**src/design/mips_pkg.sv**
```systemverilog
package mips_pkg;

	localparam int xlen = 32;
	localparam int reg_count = 32;
	localparam logic [xlen-1:0] reset_pc = 32'h0000_3000;

	typedef logic [xlen-1:0] word_t;
	typedef logic [4:0] reg_idx_t;

	// Primary opcodes
	localparam logic [5:0] op_special = 6'h00;
	localparam logic [5:0] op_j = 6'h02;
	localparam logic [5:0] op_jal = 6'h03;
	localparam logic [5:0] op_beq = 6'h04;
	localparam logic [5:0] op_bne = 6'h05;
	localparam logic [5:0] op_addiu = 6'h09;
	localparam logic [5:0] op_ori = 6'h0d;
	localparam logic [5:0] op_lui = 6'h0f;
	localparam logic [5:0] op_lb = 6'h20;
	localparam logic [5:0] op_lw = 6'h23;
	localparam logic [5:0] op_lbu = 6'h24;
	localparam logic [5:0] op_sb = 6'h28;
	localparam logic [5:0] op_sw = 6'h2b;

	// Function codes under op_special
	localparam logic [5:0] funct_jr = 6'h08;
	localparam logic [5:0] funct_addu = 6'h21;
	localparam logic [5:0] funct_subu = 6'h23;
	localparam logic [5:0] funct_and = 6'h24;
	localparam logic [5:0] funct_or = 6'h25;
	localparam logic [5:0] funct_slt = 6'h2a;

	// Tuse in stages after decode
	localparam logic [1:0] tuse_d = 2'd0;
	localparam logic [1:0] tuse_e = 2'd1;
	localparam logic [1:0] tuse_m = 2'd2;
	localparam logic [1:0] tuse_none = 2'd3;

	typedef enum logic [2:0] {alu_add, alu_sub, alu_and, alu_or, alu_slt, alu_lui} alu_op_t;
	typedef enum logic [1:0] {wsel_alu, wsel_load, wsel_link} wsel_t;
	typedef enum logic [1:0] {npc_seq, npc_branch, npc_jump, npc_jr} npc_sel_t;
	// fwd_ex is only ever chosen for decode operands
	typedef enum logic [1:0] {fwd_reg, fwd_mem, fwd_wb, fwd_ex} fwd_sel_t;
	typedef enum logic [2:0] {mem_none, mem_lw, mem_lb, mem_lbu, mem_sw, mem_sb} mem_kind_t;

	typedef struct packed {
		alu_op_t alu_op;
		logic alu_src_imm;
		wsel_t wsel;
		logic reg_write;
		reg_idx_t dest;
		mem_kind_t mem_kind;
		npc_sel_t npc_sel;
		logic branch_ne;
		logic [1:0] use_rs;
		logic [1:0] use_rt;
		logic [1:0] t_new;
	} ctrl_t;

	typedef struct packed {
		word_t instr;
		word_t pc;
	} fd_t;

	typedef struct packed {
		ctrl_t ctrl;
		reg_idx_t rs;
		reg_idx_t rt;
		word_t rs_val;
		word_t rt_val;
		word_t imm;
		word_t pc;
	} de_t;

	typedef struct packed {
		ctrl_t ctrl;
		reg_idx_t rt;
		word_t alu;
		word_t store_val;
		word_t pc;
	} em_t;

	typedef struct packed {
		ctrl_t ctrl;
		word_t alu;
		word_t load;
		word_t pc;
	} mw_t;

	typedef struct packed {
		logic we;
		reg_idx_t addr;
		word_t data;
	} reg_wr_t;

endpackage
```
**src/design/decode_unit.sv**
```systemverilog
`timescale 1ns/1ps

module decode_unit import mips_pkg::*; (
	input fd_t fd,
	input word_t rs_val,
	input word_t rt_val,
	output ctrl_t ctrl,
	output reg_idx_t rs,
	output reg_idx_t rt,
	output word_t imm_ext,
	output word_t branch_target,
	output word_t jump_target,
	output logic branch_taken
);

	logic [5:0] opcode;
	logic [5:0] funct;
	reg_idx_t rd;
	logic [15:0] imm16;
	word_t pc_next;
	alu_op_t r_op;
	logic r_valid;

	assign opcode = fd.instr[31:26];
	assign rs = fd.instr[25:21];
	assign rt = fd.instr[20:16];
	assign rd = fd.instr[15:11];
	assign funct = fd.instr[5:0];
	assign imm16 = fd.instr[15:0];
	assign pc_next = fd.pc + 32'd4;

	// ori is the only zero-extended immediate
	assign imm_ext = (opcode == op_ori) ? {16'h0000, imm16} : {{16{imm16[15]}}, imm16};
	assign branch_target = pc_next + {imm_ext[29:0], 2'b00};
	assign jump_target = {pc_next[31:28], fd.instr[25:0], 2'b00};
	assign branch_taken = (ctrl.npc_sel == npc_branch) &&
		((rs_val == rt_val) != ctrl.branch_ne);

	// R-type ALU operations
	always_comb begin
		r_valid = 1'b1;
		case (funct)
			funct_addu: r_op = alu_add;
			funct_subu: r_op = alu_sub;
			funct_and: r_op = alu_and;
			funct_or: r_op = alu_or;
			funct_slt: r_op = alu_slt;
			default: begin
				r_op = alu_add;
				r_valid = 1'b0;
			end
		endcase
	end

	always_comb begin
		ctrl = '0;
		ctrl.use_rs = tuse_none;
		ctrl.use_rt = tuse_none;
		case (opcode)
			op_special: begin
				if (funct == funct_jr) begin
					ctrl.npc_sel = npc_jr;
					ctrl.use_rs = tuse_d;
				end else if (r_valid) begin
					ctrl.alu_op = r_op;
					ctrl.reg_write = 1'b1;
					ctrl.dest = rd;
					ctrl.use_rs = tuse_e;
					ctrl.use_rt = tuse_e;
					ctrl.t_new = 2'd1;
				end
			end
			op_addiu, op_ori, op_lui: begin
				ctrl.alu_op = (opcode == op_addiu) ? alu_add :
					(opcode == op_ori) ? alu_or : alu_lui;
				ctrl.alu_src_imm = 1'b1;
				ctrl.reg_write = 1'b1;
				ctrl.dest = rt;
				ctrl.use_rs = (opcode == op_lui) ? tuse_none : tuse_e;
				ctrl.t_new = 2'd1;
			end
			op_lw, op_lb, op_lbu: begin
				ctrl.alu_src_imm = 1'b1;
				ctrl.wsel = wsel_load;
				ctrl.reg_write = 1'b1;
				ctrl.dest = rt;
				ctrl.mem_kind = (opcode == op_lw) ? mem_lw :
					(opcode == op_lb) ? mem_lb : mem_lbu;
				ctrl.use_rs = tuse_e;
				// Load data exists only after the memory stage
				ctrl.t_new = 2'd2;
			end
			op_sw, op_sb: begin
				ctrl.alu_src_imm = 1'b1;
				ctrl.mem_kind = (opcode == op_sw) ? mem_sw : mem_sb;
				ctrl.use_rs = tuse_e;
				ctrl.use_rt = tuse_m;
			end
			op_beq, op_bne: begin
				ctrl.npc_sel = npc_branch;
				ctrl.branch_ne = (opcode == op_bne);
				ctrl.use_rs = tuse_d;
				ctrl.use_rt = tuse_d;
			end
			op_j: ctrl.npc_sel = npc_jump;
			op_jal: begin
				ctrl.npc_sel = npc_jump;
				ctrl.wsel = wsel_link;
				ctrl.reg_write = 1'b1;
				ctrl.dest = 5'd31;
			end
			default: ;
		endcase
		// Writes to register 0 are dropped here
		if (ctrl.dest == '0) begin
			ctrl.reg_write = 1'b0;
		end
	end

endmodule

```
**config.mk**
```make
export PLATFORM = sky130hd
export DESIGN_NAME = decode_unit
export DESIGN_NICKNAME = d
export VERILOG_FILES = /design/src/design/mips_pkg.sv /design/src/design/decode_unit.sv
export SDC_FILE = /design/constraint.sdc
export NUM_CORES = 1
export LEC_CHECK = 0
export BUFFER_PORTS_ARGS = -buffer_cell sky130_fd_sc_hd__buf_2
export CAP_MARGIN = 10
export CORE_AREA = 3 3 99 101
export DETAILED_ROUTE_END_ITERATION = 6
export DIE_AREA = 0 0 102 104
export PLACE_DENSITY = 0.78
export SYNTH_ARGS = -nofsm -noshare
export SYNTH_HDL_FRONTEND = slang
export SYNTH_SLANG_ARGS = --single-unit
```
**constraint.sdc**
```tcl
create_clock -name vclk -period 4.1
set_input_delay 0.41 -clock vclk [all_inputs]
set_output_delay 0.41 -clock vclk [all_outputs]
set_load 0.01 [all_outputs]
```
==> metrics.yaml, run 1 <==
pwr:
  p_leak_nw: 2.13
  power_frac_clock: 0
  comb_power_share: 1.000
  sequentialPowerShare: 0
  worst_ir_drop_vdd_mv: 0.0969
  sw_frac_of_total: 0.568
  p_per_area_nw_per_um2: 147
  switchingPower_w: 0.000350
  p_int_w: 0.000266
floorplan:
  die_h_um: 104
  start_util: 0.377
  placeableCoreArea_um2: 9110
  die_w_um: 102
  die_area_um2: 10600
  io_pins: 259
  rows: 35
finish:
  drive_above_1_share: 0.388
  area_growth_pct: 21.8
  seq_area_um2: 0
  nets: 805
  n_clock_buffer: 0
  fin_area_um2: 4190
  final_common_cell: "buf_2"
  n_sequential_cell: 0
  final_cell_mix: "buf_2 (238), xor2_1 (51), nand2_1 (43)"
detailed_routing:
  vias: 3909
  firstDrtPassIters: 5
  antenna_left: 0
  via_per_inst: 5.18
  drcViolationCount: 0
  drt-initial-drc-count: 226
  wl_mm: 11.3
  wl_per_cell_um: 15.0
timing:
  maxSlewViolCount: 0
  hold_viol: 0
  max_freq_mhz: 267
  min_period_ns: 3.75
  finalSetupViolCount: 0
  min_period_over_period: 0.914
  worstMarginPinSlew_ns: 0.694
  fin_tns_setup_ns: 0
  relSlewSlack: 0.533
  rsz0062_at_grt: "no"
clock_tree:
  post_cts_buffers: 0
synthesis:
  synth_warnings: 0
  syn_area_um2: 3440
  ys_types: 55
  seq_area_frac_synth: 0
  avgSynthCellArea_um2: 7.12
  postSynthCellCount: 483
worst_setup_path:
  worstPathMaxFanout: 6
  cp_slowest_stage_delay_ns: 0.44
  arrival_ns: 3.34
  crit_required_ns: 3.69
  cp_num_cells: 14
  crit_family: "compound AO/OA/AOI/OAI gates"
  crit_chain: "buf_2 > and3_1 > nand3_2 > nor4_4 > xor2_1 > ha_1 > o21ai_1 > nor2_1 > a2111oi_1 > o31ai_1 > a211oi_1 > o31ai_1 > xor2_1 > buf_2"
  start_kind: "primary input"
  crit_start: "fd[4]"
  cp-end-kind: "primary output"
  critical_path_class: "in2out"
  crit_slowest_cell: "a2111oi_1"
  cp-endpoint: "branch_target[30]"
  cp_num_buf_inv: 2
global_routing:
  grt.total_usage: 0.190
  grt_pass1_vias: 3476
  grt_pass1_wl_mm: 16.8
  antenna_found_initial: 2
  grt_max_degree: 24
  grt_overflow_total: 0
run_status:
  status: "finished, final reports clean"
place:
  port_buffers: 238
  place_area_um2: 4180
  hpwl_mm: 9.95
  gp_congestion: 0.906
flow_run:
  maxCapViolations: 0
min_path:
  hp-class: "in2out"
[repair_timing]
| action | 4_1_cts | 5_1_grt |
|---|---|---|
| gates resized for setup | 0 | 1 |
| setup endpoints to repair | 0 | 2 |
| hold buffers | 0 | 0 |
[layer usage]
| metal | up-vias | GRT usage | wire length, um | part of all wire |
|---|---|---|---|---|
| met5 | - | 0 | 0 | 0 |
| met4 | 0 | 0.0469 | 233 | 0.021 |
| met3 | 19 | 0.0114 | 705 | 0.062 |
| met2 | 168 | 0.325 | 5430 | 0.48 |
| met1 | 1743 | 0.255 | 4930 | 0.44 |
| li1 | 1979 | - | - | - |
[synth_stat cells, types with 5 or more instances]
| library cell | n | area [um^2] |
|---|---|---|
| o21ai_1 | 15 | 75.1 |
| inv_1 | 8 | 30.0 |
| buf_4 | 72 | 541 |
| nor2_1 | 23 | 86.3 |
| a211oi_1 | 7 | 52.6 |
| nor2b_1 | 5 | 31.3 |
| a21o_1 | 8 | 60.1 |
| clkbuf_1 | 7 | 26.3 |
| and3_1 | 9 | 56.3 |
| nand2b_1 | 6 | 37.5 |
| ha_1 | 32 | 400 |
| nor4_1 | 9 | 56.3 |
| xor2_1 | 51 | 447 |
| o31ai_1 | 6 | 45.0 |
| nand2_1 | 43 | 161 |
| o21ai_0 | 9 | 45.0 |
| xnor2_1 | 40 | 350 |
| nor3_1 | 6 | 30.0 |
| a21oi_1 | 32 | 160 |
| nand3_1 | 13 | 65.1 |
| nand4_1 | 15 | 93.8 |
| a221o_1 | 5 | 50.1 |
| o21a_1 | 6 | 45.0 |
| and2_1 | 6 | 37.5 |
[worst min path at each step]
stage	from	to	slack, ns	depth (start not counted)
2_1_floorplan	fd[0]	branch_target[0]	0.91	1
3_3_place_gp	fd[0]	branch_target[0]	0.82	0
3_5_place_dp	fd[0]	branch_target[0]	0.82	0
4_1_cts	fd[0]	branch_target[0]	0.82	0
5_1_grt	fd[1]	branch_target[1]	0.82	0
6_report	fd[55]	jump_target[25]	0.82	0
[power groups by stage]
stage	clock network (W)	logic (W)	registers, W
6_report	0.0000000000654	0.000616	0
5_1_grt	0.0000000000653	0.000676	0
4_1_cts	0	0.000615	0
3_5_place_dp	0	0.000611	0
3_3_place_gp	0	0.000608	0
2_1_floorplan	0	0.000417	0
[cells by family (layout without fill, tap and decap cells)]
logic type,count (synthesis),after routing,synth area share
AOI/OAI and AO/OA,113,113,0.214
xor gates and xnor gates,91,91,0.232
adders and majority gates,33,33,0.122
buffers and inverters,91,249,0.187
other,1,4,0.00109
and+or+nand+nor,154,154,0.244
[stage by stage]
step / power [W] / hold slack (ns) / util / setup WS, ns / std cells
final: 0.000616 / 0.820 / 0.460 / 0.352 / 755
after global routing: 0.000676 / 0.820 / 0.460 / 0.0329 / 755
after CTS: 0.000615 / 0.820 / 0.459 / 0.333 / 753
after detailed placement: 0.000611 / 0.820 / 0.459 / 0.337 / 753
after global placement: 0.000608 / 0.820 / 0.459 / 0.358 / 753
after floorplan: 0.000417 / 0.912 / - / 0.519 / 484
[final cells by class]
type | instances | area (um^2)
fillers | 947 | 4920
repair buffers | 241 | 1210
diodes | 2 | 5.00
multi-input cells | 393 | 2800
well taps | 111 | 139
inverters | 8 | 30.0
Power figures use the tool's default switching activity.
==> inputs of run 2 (changes only) <==
- GPL_TIMING_DRIVEN: default -> 0
==> run 2 against run 1 <==
Against the previous run:
- global-route usage is 1.0 points higher
- worst setup slack worse by 0.057 ns
- via count is 7.0% higher
- fmax is 1.5% lower
- first-iteration DRC count is 17% lower
- cell count is 12% higher
- die area stayed put
- wire length is 5.1% higher
- sequential share of layout area stayed put
- clock-buffer cell count stayed put
==> metrics.yaml, run 2 (synthesized netlist as in run 1, its figures left out) <==
run_status:
  status: "finished, final reports clean"
floorplan:
  io_pins: 259  # unchanged
  start_util: 0.377  # unchanged
  die_area_um2: 10600  # unchanged
  die_w_um: 102  # unchanged
  placeableCoreArea_um2: 9110  # unchanged
  die_h_um: 104  # unchanged
  rows: 35  # unchanged
finish:
  fin_area_um2: 4890  # +17%
  antennaDiodeCount: 0  # -2
  nets: 896  # +11%
  n_clock_buffer: 0  # unchanged
  seq_area_um2: 0  # unchanged
  drive_above_1_share: 0.475  # +0.0869
  final_common_cell: "buf_2"
  n_sequential_cell: 0  # unchanged
  instances_no_fill: 844  # +12%
  final_cell_mix: "buf_2 (249), buf_4 (75), xor2_1 (51)"
  n_fill_cell: 911  # -3.8%
  final_util: 0.537  # +0.0775
  area_growth_pct: 42.4
worst_setup_path:
  crit_required_ns: 3.69  # about the same
  start_kind: "primary input"
  worstPathMaxFanout: 6  # unchanged
  critical_path_class: "in2out"
  arrival_ns: 3.39  # +0.05 ns
  cp-end-kind: "primary output"
detailed_routing:
  drcViolationCount: 0  # unchanged
  wl_mm: 11.9  # +5.1%
  antenna_left: 0  # unchanged
  via_per_inst: 4.96  # -4.3%
  drt-initial-drc-count: 187  # -17%
  wl_per_cell_um: 14.1  # -6.0%
  vias: 4183  # +7.0%
  firstDrtPassIters: 5  # unchanged
global_routing:
  grt.total_usage: 0.200  # +0.0103
  antenna_found_initial: 0  # -2
  grt_pass1_wl_mm: 17.9  # +6.7%
  grt_overflow_total: 0  # unchanged
  grt_max_degree: 32  # +33%
  grt_pass1_vias: 3832  # +10%
place:
  dp.cells: 844  # +12%
  gp_congestion: 0.941  # +3.8%
  port_buffers: 249  # +4.6%
  pre_cts_slack_ns: -0.208  # -0.545 ns
  place_area_um2: 4830  # +15%
  hpwl_mm: 10.5  # +5.4%
timing:
  max_freq_mhz: 263  # -1.5%
  relSlewSlack: 0.572  # +0.0384
  maxSlewViolCount: 0  # unchanged
  worstMarginPinSlew_ns: 0.637  # -0.0572 ns
  fin_tns_setup_ns: 0  # unchanged
  rsz0062_at_grt: "no"
  finalWorstSetupSlack_ns: 0.295  # -0.0567 ns
  finalSetupViolCount: 0  # unchanged
  hold_viol: 0  # unchanged
  min_period_ns: 3.80  # +0.0567 ns
  min_period_over_period: 0.928  # +0.0138
pwr:
  sw_frac_of_total: 0.537  # -0.0314
  sequentialPowerShare: 0  # unchanged
  comb_power_share: 1.000  # about the same
  switchingPower_w: 0.000369  # +5.5%
  worst_ir_drop_vdd_mv: 0.101  # +4.0%
  p_leak_nw: 2.57  # +21%
  p_int_w: 0.000318  # +20%
  power_frac_clock: 0  # unchanged
  p_per_area_nw_per_um2: 140  # -4.5%
flow_run:
  maxCapViolations: 0  # unchanged
min_path:
  hp-class: "in2out"
[run 2: stage by stage]
step / hold WS [ns] / power [W]
2_1_floorplan: 0.912 / 0.000417
3_3_place_gp: 1.00 / 0.000674
3_5_place_dp: 1.01 / 0.000677
4_1_cts: 1.01 / 0.000681
5_1_grt: 1.01 / 0.000757
6_report: 1.00 / 0.000687
[run 2: worst paths after layout]
check | from | endpoint | slack (ns) | cells past startpoint
max | fd[2] | branch_target[30] | 0.30 | 15
min | fd[57] | jump_target[27] | 1.00 | 2
[run 2: metal layers]
layer  vias to the layer above  track usage  part of all wire
li1                       2163            -                 -
met1                      1859        0.251              0.42
met2                       151        0.376              0.50
met3                        10       0.0174             0.069
met4                         0       0.0178            0.0098
met5                         -            0                 0
[run 2: area by class of cell]
type | count | area [um^2] | area share
plain buffers | 80 | 603 | 0.123
inverters | 8 | 30.0 | 0.00613
multi-input cells | 393 | 2850 | 0.583
well taps | 111 | 139 | 0.0284
repair buffers | 252 | 1270 | 0.259
[run 2: critical path, cell delays in order]
cell and delay [ns]:
buf_2 0.12, ha_1 0.21, and2_1 0.26, nand3_1 0.17, nor3_4 0.22, buf_4 0.17
nand4_1 0.11, xnor2_1 0.15, ha_1 0.40, nand2_1 0.15, o31ai_2 0.35, a211oi_2 0.10
o31ai_2 0.26, xor2_1 0.16, buf_2 0.14
[run 2: timing repair]
| action | in CTS | in global routing |
|---|---|---|
| buffers inserted | 0 | 3 |
| pin swaps | 0 | 2 |
| endpoints found under the setup margin | 9 | 10 |
| gates cloned | 0 | 0 |
| endpoints found under the hold margin | 0 | 0 |
| hold buffers | 0 | 0 |
| gates resized for setup | 2 | 16 |
[run 2: power groups by stage]
stage	logic, W	clock network [W]	registers (W)
finish	0.000687	0	0
global route	0.000757	0	0
CTS	0.000681	0	0
detailed placement	0.000677	0	0
global placement	0.000674	0	0
floorplan	0.000417	0	0
==> inputs of run 3 (changes only) <==
- PLACE_DENSITY: 0.78 -> default
- PLACE_DENSITY_LB_ADDON: default -> 0.1
==> run 3 against run 2 <==
Against the previous run:
- flip-flop and latch count unchanged
- critical path type unchanged
- clock-buffer cell count unchanged
- sequential share of layout area unchanged
- highest routed layer unchanged
- critical endpoint unchanged
- utilization down 0.096 points
- non-clock buffer count up 1
==> metrics.yaml, run 3 (synthesized netlist as in run 1, its figures left out) <==
detailed_routing:
  via_per_inst: 5.07  # +2.2%
  firstDrtPassIters: 4  # -1
  vias: 4281  # +2.3%
  drcViolationCount: 0  # unchanged
  antenna_left: 0  # unchanged
  drt-initial-drc-count: 129  # -31%
  wl_mm: 12.0  # +1.0%
  wl_per_cell_um: 14.2  # +0.91%
timing:
  min_period_over_period: 0.950  # +0.0221
  maxSlewViolCount: 0  # unchanged
  relSlewSlack: 0.579  # +0.00723
  max_freq_mhz: 257  # -2.3%
  finalSetupViolCount: 0  # unchanged
  min_period_ns: 3.90  # +0.0907 ns
  worstMarginPinSlew_ns: 0.626  # -0.0108 ns
  hold_viol: 0  # unchanged
  finalWorstSetupSlack_ns: 0.204  # -0.0907 ns
global_routing:
  grt.total_usage: 0.208  # +0.00796
  grt_max_degree: 32  # unchanged
  antenna_found_initial: 0  # unchanged
  grt_pass1_wl_mm: 18.8  # +4.8%
  grt_overflow_total: 0  # unchanged
  grt_pass1_vias: 4156  # +8.5%
pwr:
  p_leak_nw: 2.57  # about the same
  worst_ir_drop_vdd_mv: 0.0728  # -28%
  p_per_area_nw_per_um2: 140  # -0.27%
  power_w: 0.000684  # -0.45%
  sw_frac_of_total: 0.536  # -0.00132
  p_int_w: 0.000318  # -0.16%
  sequentialPowerShare: 0  # unchanged
  switchingPower_w: 0.000366  # -0.69%
  power_frac_clock: 0  # unchanged
  comb_power_share: 1.000  # about the same
finish:
  n_fill_cell: 943  # +3.5%
  drive_above_1_share: 0.470  # -0.00473
  nets: 897  # +0.11%
  final_common_cell: "buf_2"
  seq_area_um2: 0  # unchanged
  antennaDiodeCount: 0  # unchanged
  final_cell_mix: "buf_2 (249), buf_4 (77), xor2_1 (51)"
  n_sequential_cell: 0  # unchanged
  instances_no_fill: 845  # +0.12%
  fin_area_um2: 4890  # -0.18%
  multi_input_area_um2: 2840  # -0.61%
  area_growth_pct: 42.1
  n_clock_buffer: 0  # unchanged
worst_setup_path:
  critical_path_class: "in2out"
  crit_required_ns: 3.69  # about the same
  start_kind: "primary input"
  arrival_ns: 3.49  # +0.10 ns
  worstPathMaxFanout: 7  # +1
  cp-end-kind: "primary output"
run_status:
  status: "finished, final reports clean"
floorplan:
  die_h_um: 104  # unchanged
  io_pins: 259  # unchanged
  rows: 35  # unchanged
  start_util: 0.377  # unchanged
  die_area_um2: 10600  # unchanged
  die_w_um: 102  # unchanged
  placeableCoreArea_um2: 9110  # unchanged
place:
  dp.cells: 844  # unchanged
  pre_cts_slack_ns: -0.372  # -0.164 ns
  gp_congestion: 0.867  # -7.8%
  hpwl_mm: 10.5  # about the same
  port_buffers: 249  # unchanged
  place_area_um2: 4830  # unchanged
min_path:
  hp-start: "fd[1]"
  hold_depth: 2  # unchanged
  hp-class: "in2out"
  min_to: "branch_target[1]"
flow_run:
  maxCapViolations: 0  # unchanged
clock_tree:
  holdBufCountCts: 0  # unchanged
-- run 3: cell types whose count changed in the layout (fill, tap and decap cells not counted), sizes merged --
cell,before,now
buf,328,330
clkbuf,4,3
-- run 3: repair_timing --
item | in CTS | in global routing
cloned | 0 | 0
pin swaps | 0 | 2
setup buffers | 0 | 5
endpoints found under the setup margin | 10 | 9
resized for setup | 4 | 6
-- run 3: area by class of cell --
type | count | share of cell area
repair buffers | 254 | 0.263
multi-input cells | 393 | 0.581
inverters | 8 | 0.00615
well taps | 111 | 0.0284
plain buffers | 79 | 0.122
-- run 3: how the worst max path moves through the flow --
stage                     depth (start not counted)  slack [ns]                 to    from
after floorplan                                  13        0.52  branch_target[31]  fd[63]
after CTS                                        15        0.01  branch_target[31]  fd[63]
final                                            17        0.20  branch_target[30]   fd[7]
after global routing                             18      -0.007  branch_target[28]   fd[2]
after global placement                           17       -0.36  branch_target[31]   fd[2]
after detailed placement                         17       -0.37  branch_target[31]   fd[2]
-- run 3: power groups by stage --
stage	clock network (W)	logic [W]	registers, W
after CTS	0	0.000681	0
after global placement	0	0.000669	0
after detailed placement	0	0.000675	0
after global routing	0	0.000755	0
after floorplan	0	0.000417	0
final	0	0.000684	0
-- run 3: per-layer routing --
metal,wire [um],track usage,part of all wire,up-vias
met3,926,0.0208,0.077,18
met1,5070,0.265,0.42,1918
met5,0,0,0,-
met2,5810,0.377,0.48,184
li1,-,-,-,2161
met4,194,0.0347,0.016,0
-- run 3: critical path: stages --
cell,delay [ns]
buf_2,0.13
and3_1,0.20
and3_2,0.23
nand2_1,0.06
nor2_1,0.16
nand3_1,0.11
xnor2_1,0.20
ha_1,0.26
clkbuf_1,0.19
a211oi_1,0.27
nor2_1,0.10
a2111oi_2,0.38
o31ai_2,0.11
a211oi_1,0.26
o31ai_1,0.13
xor2_1,0.14
buf_2,0.16
-- run 3: stage by stage --
| step | hold WS [ns] | setup TNS, ns | util |
|---|---|---|---|
| after floorplan | 0.912 | 0 | - |
| after global routing | 1.01 | -0.0120 | 0.536 |
| final | 1.00 | 0 | 0.536 |
| after global placement | 1.01 | -2.20 | 0.530 |
| after detailed placement | 1.01 | -2.48 | 0.530 |
| after CTS | 1.01 | 0 | 0.532 |
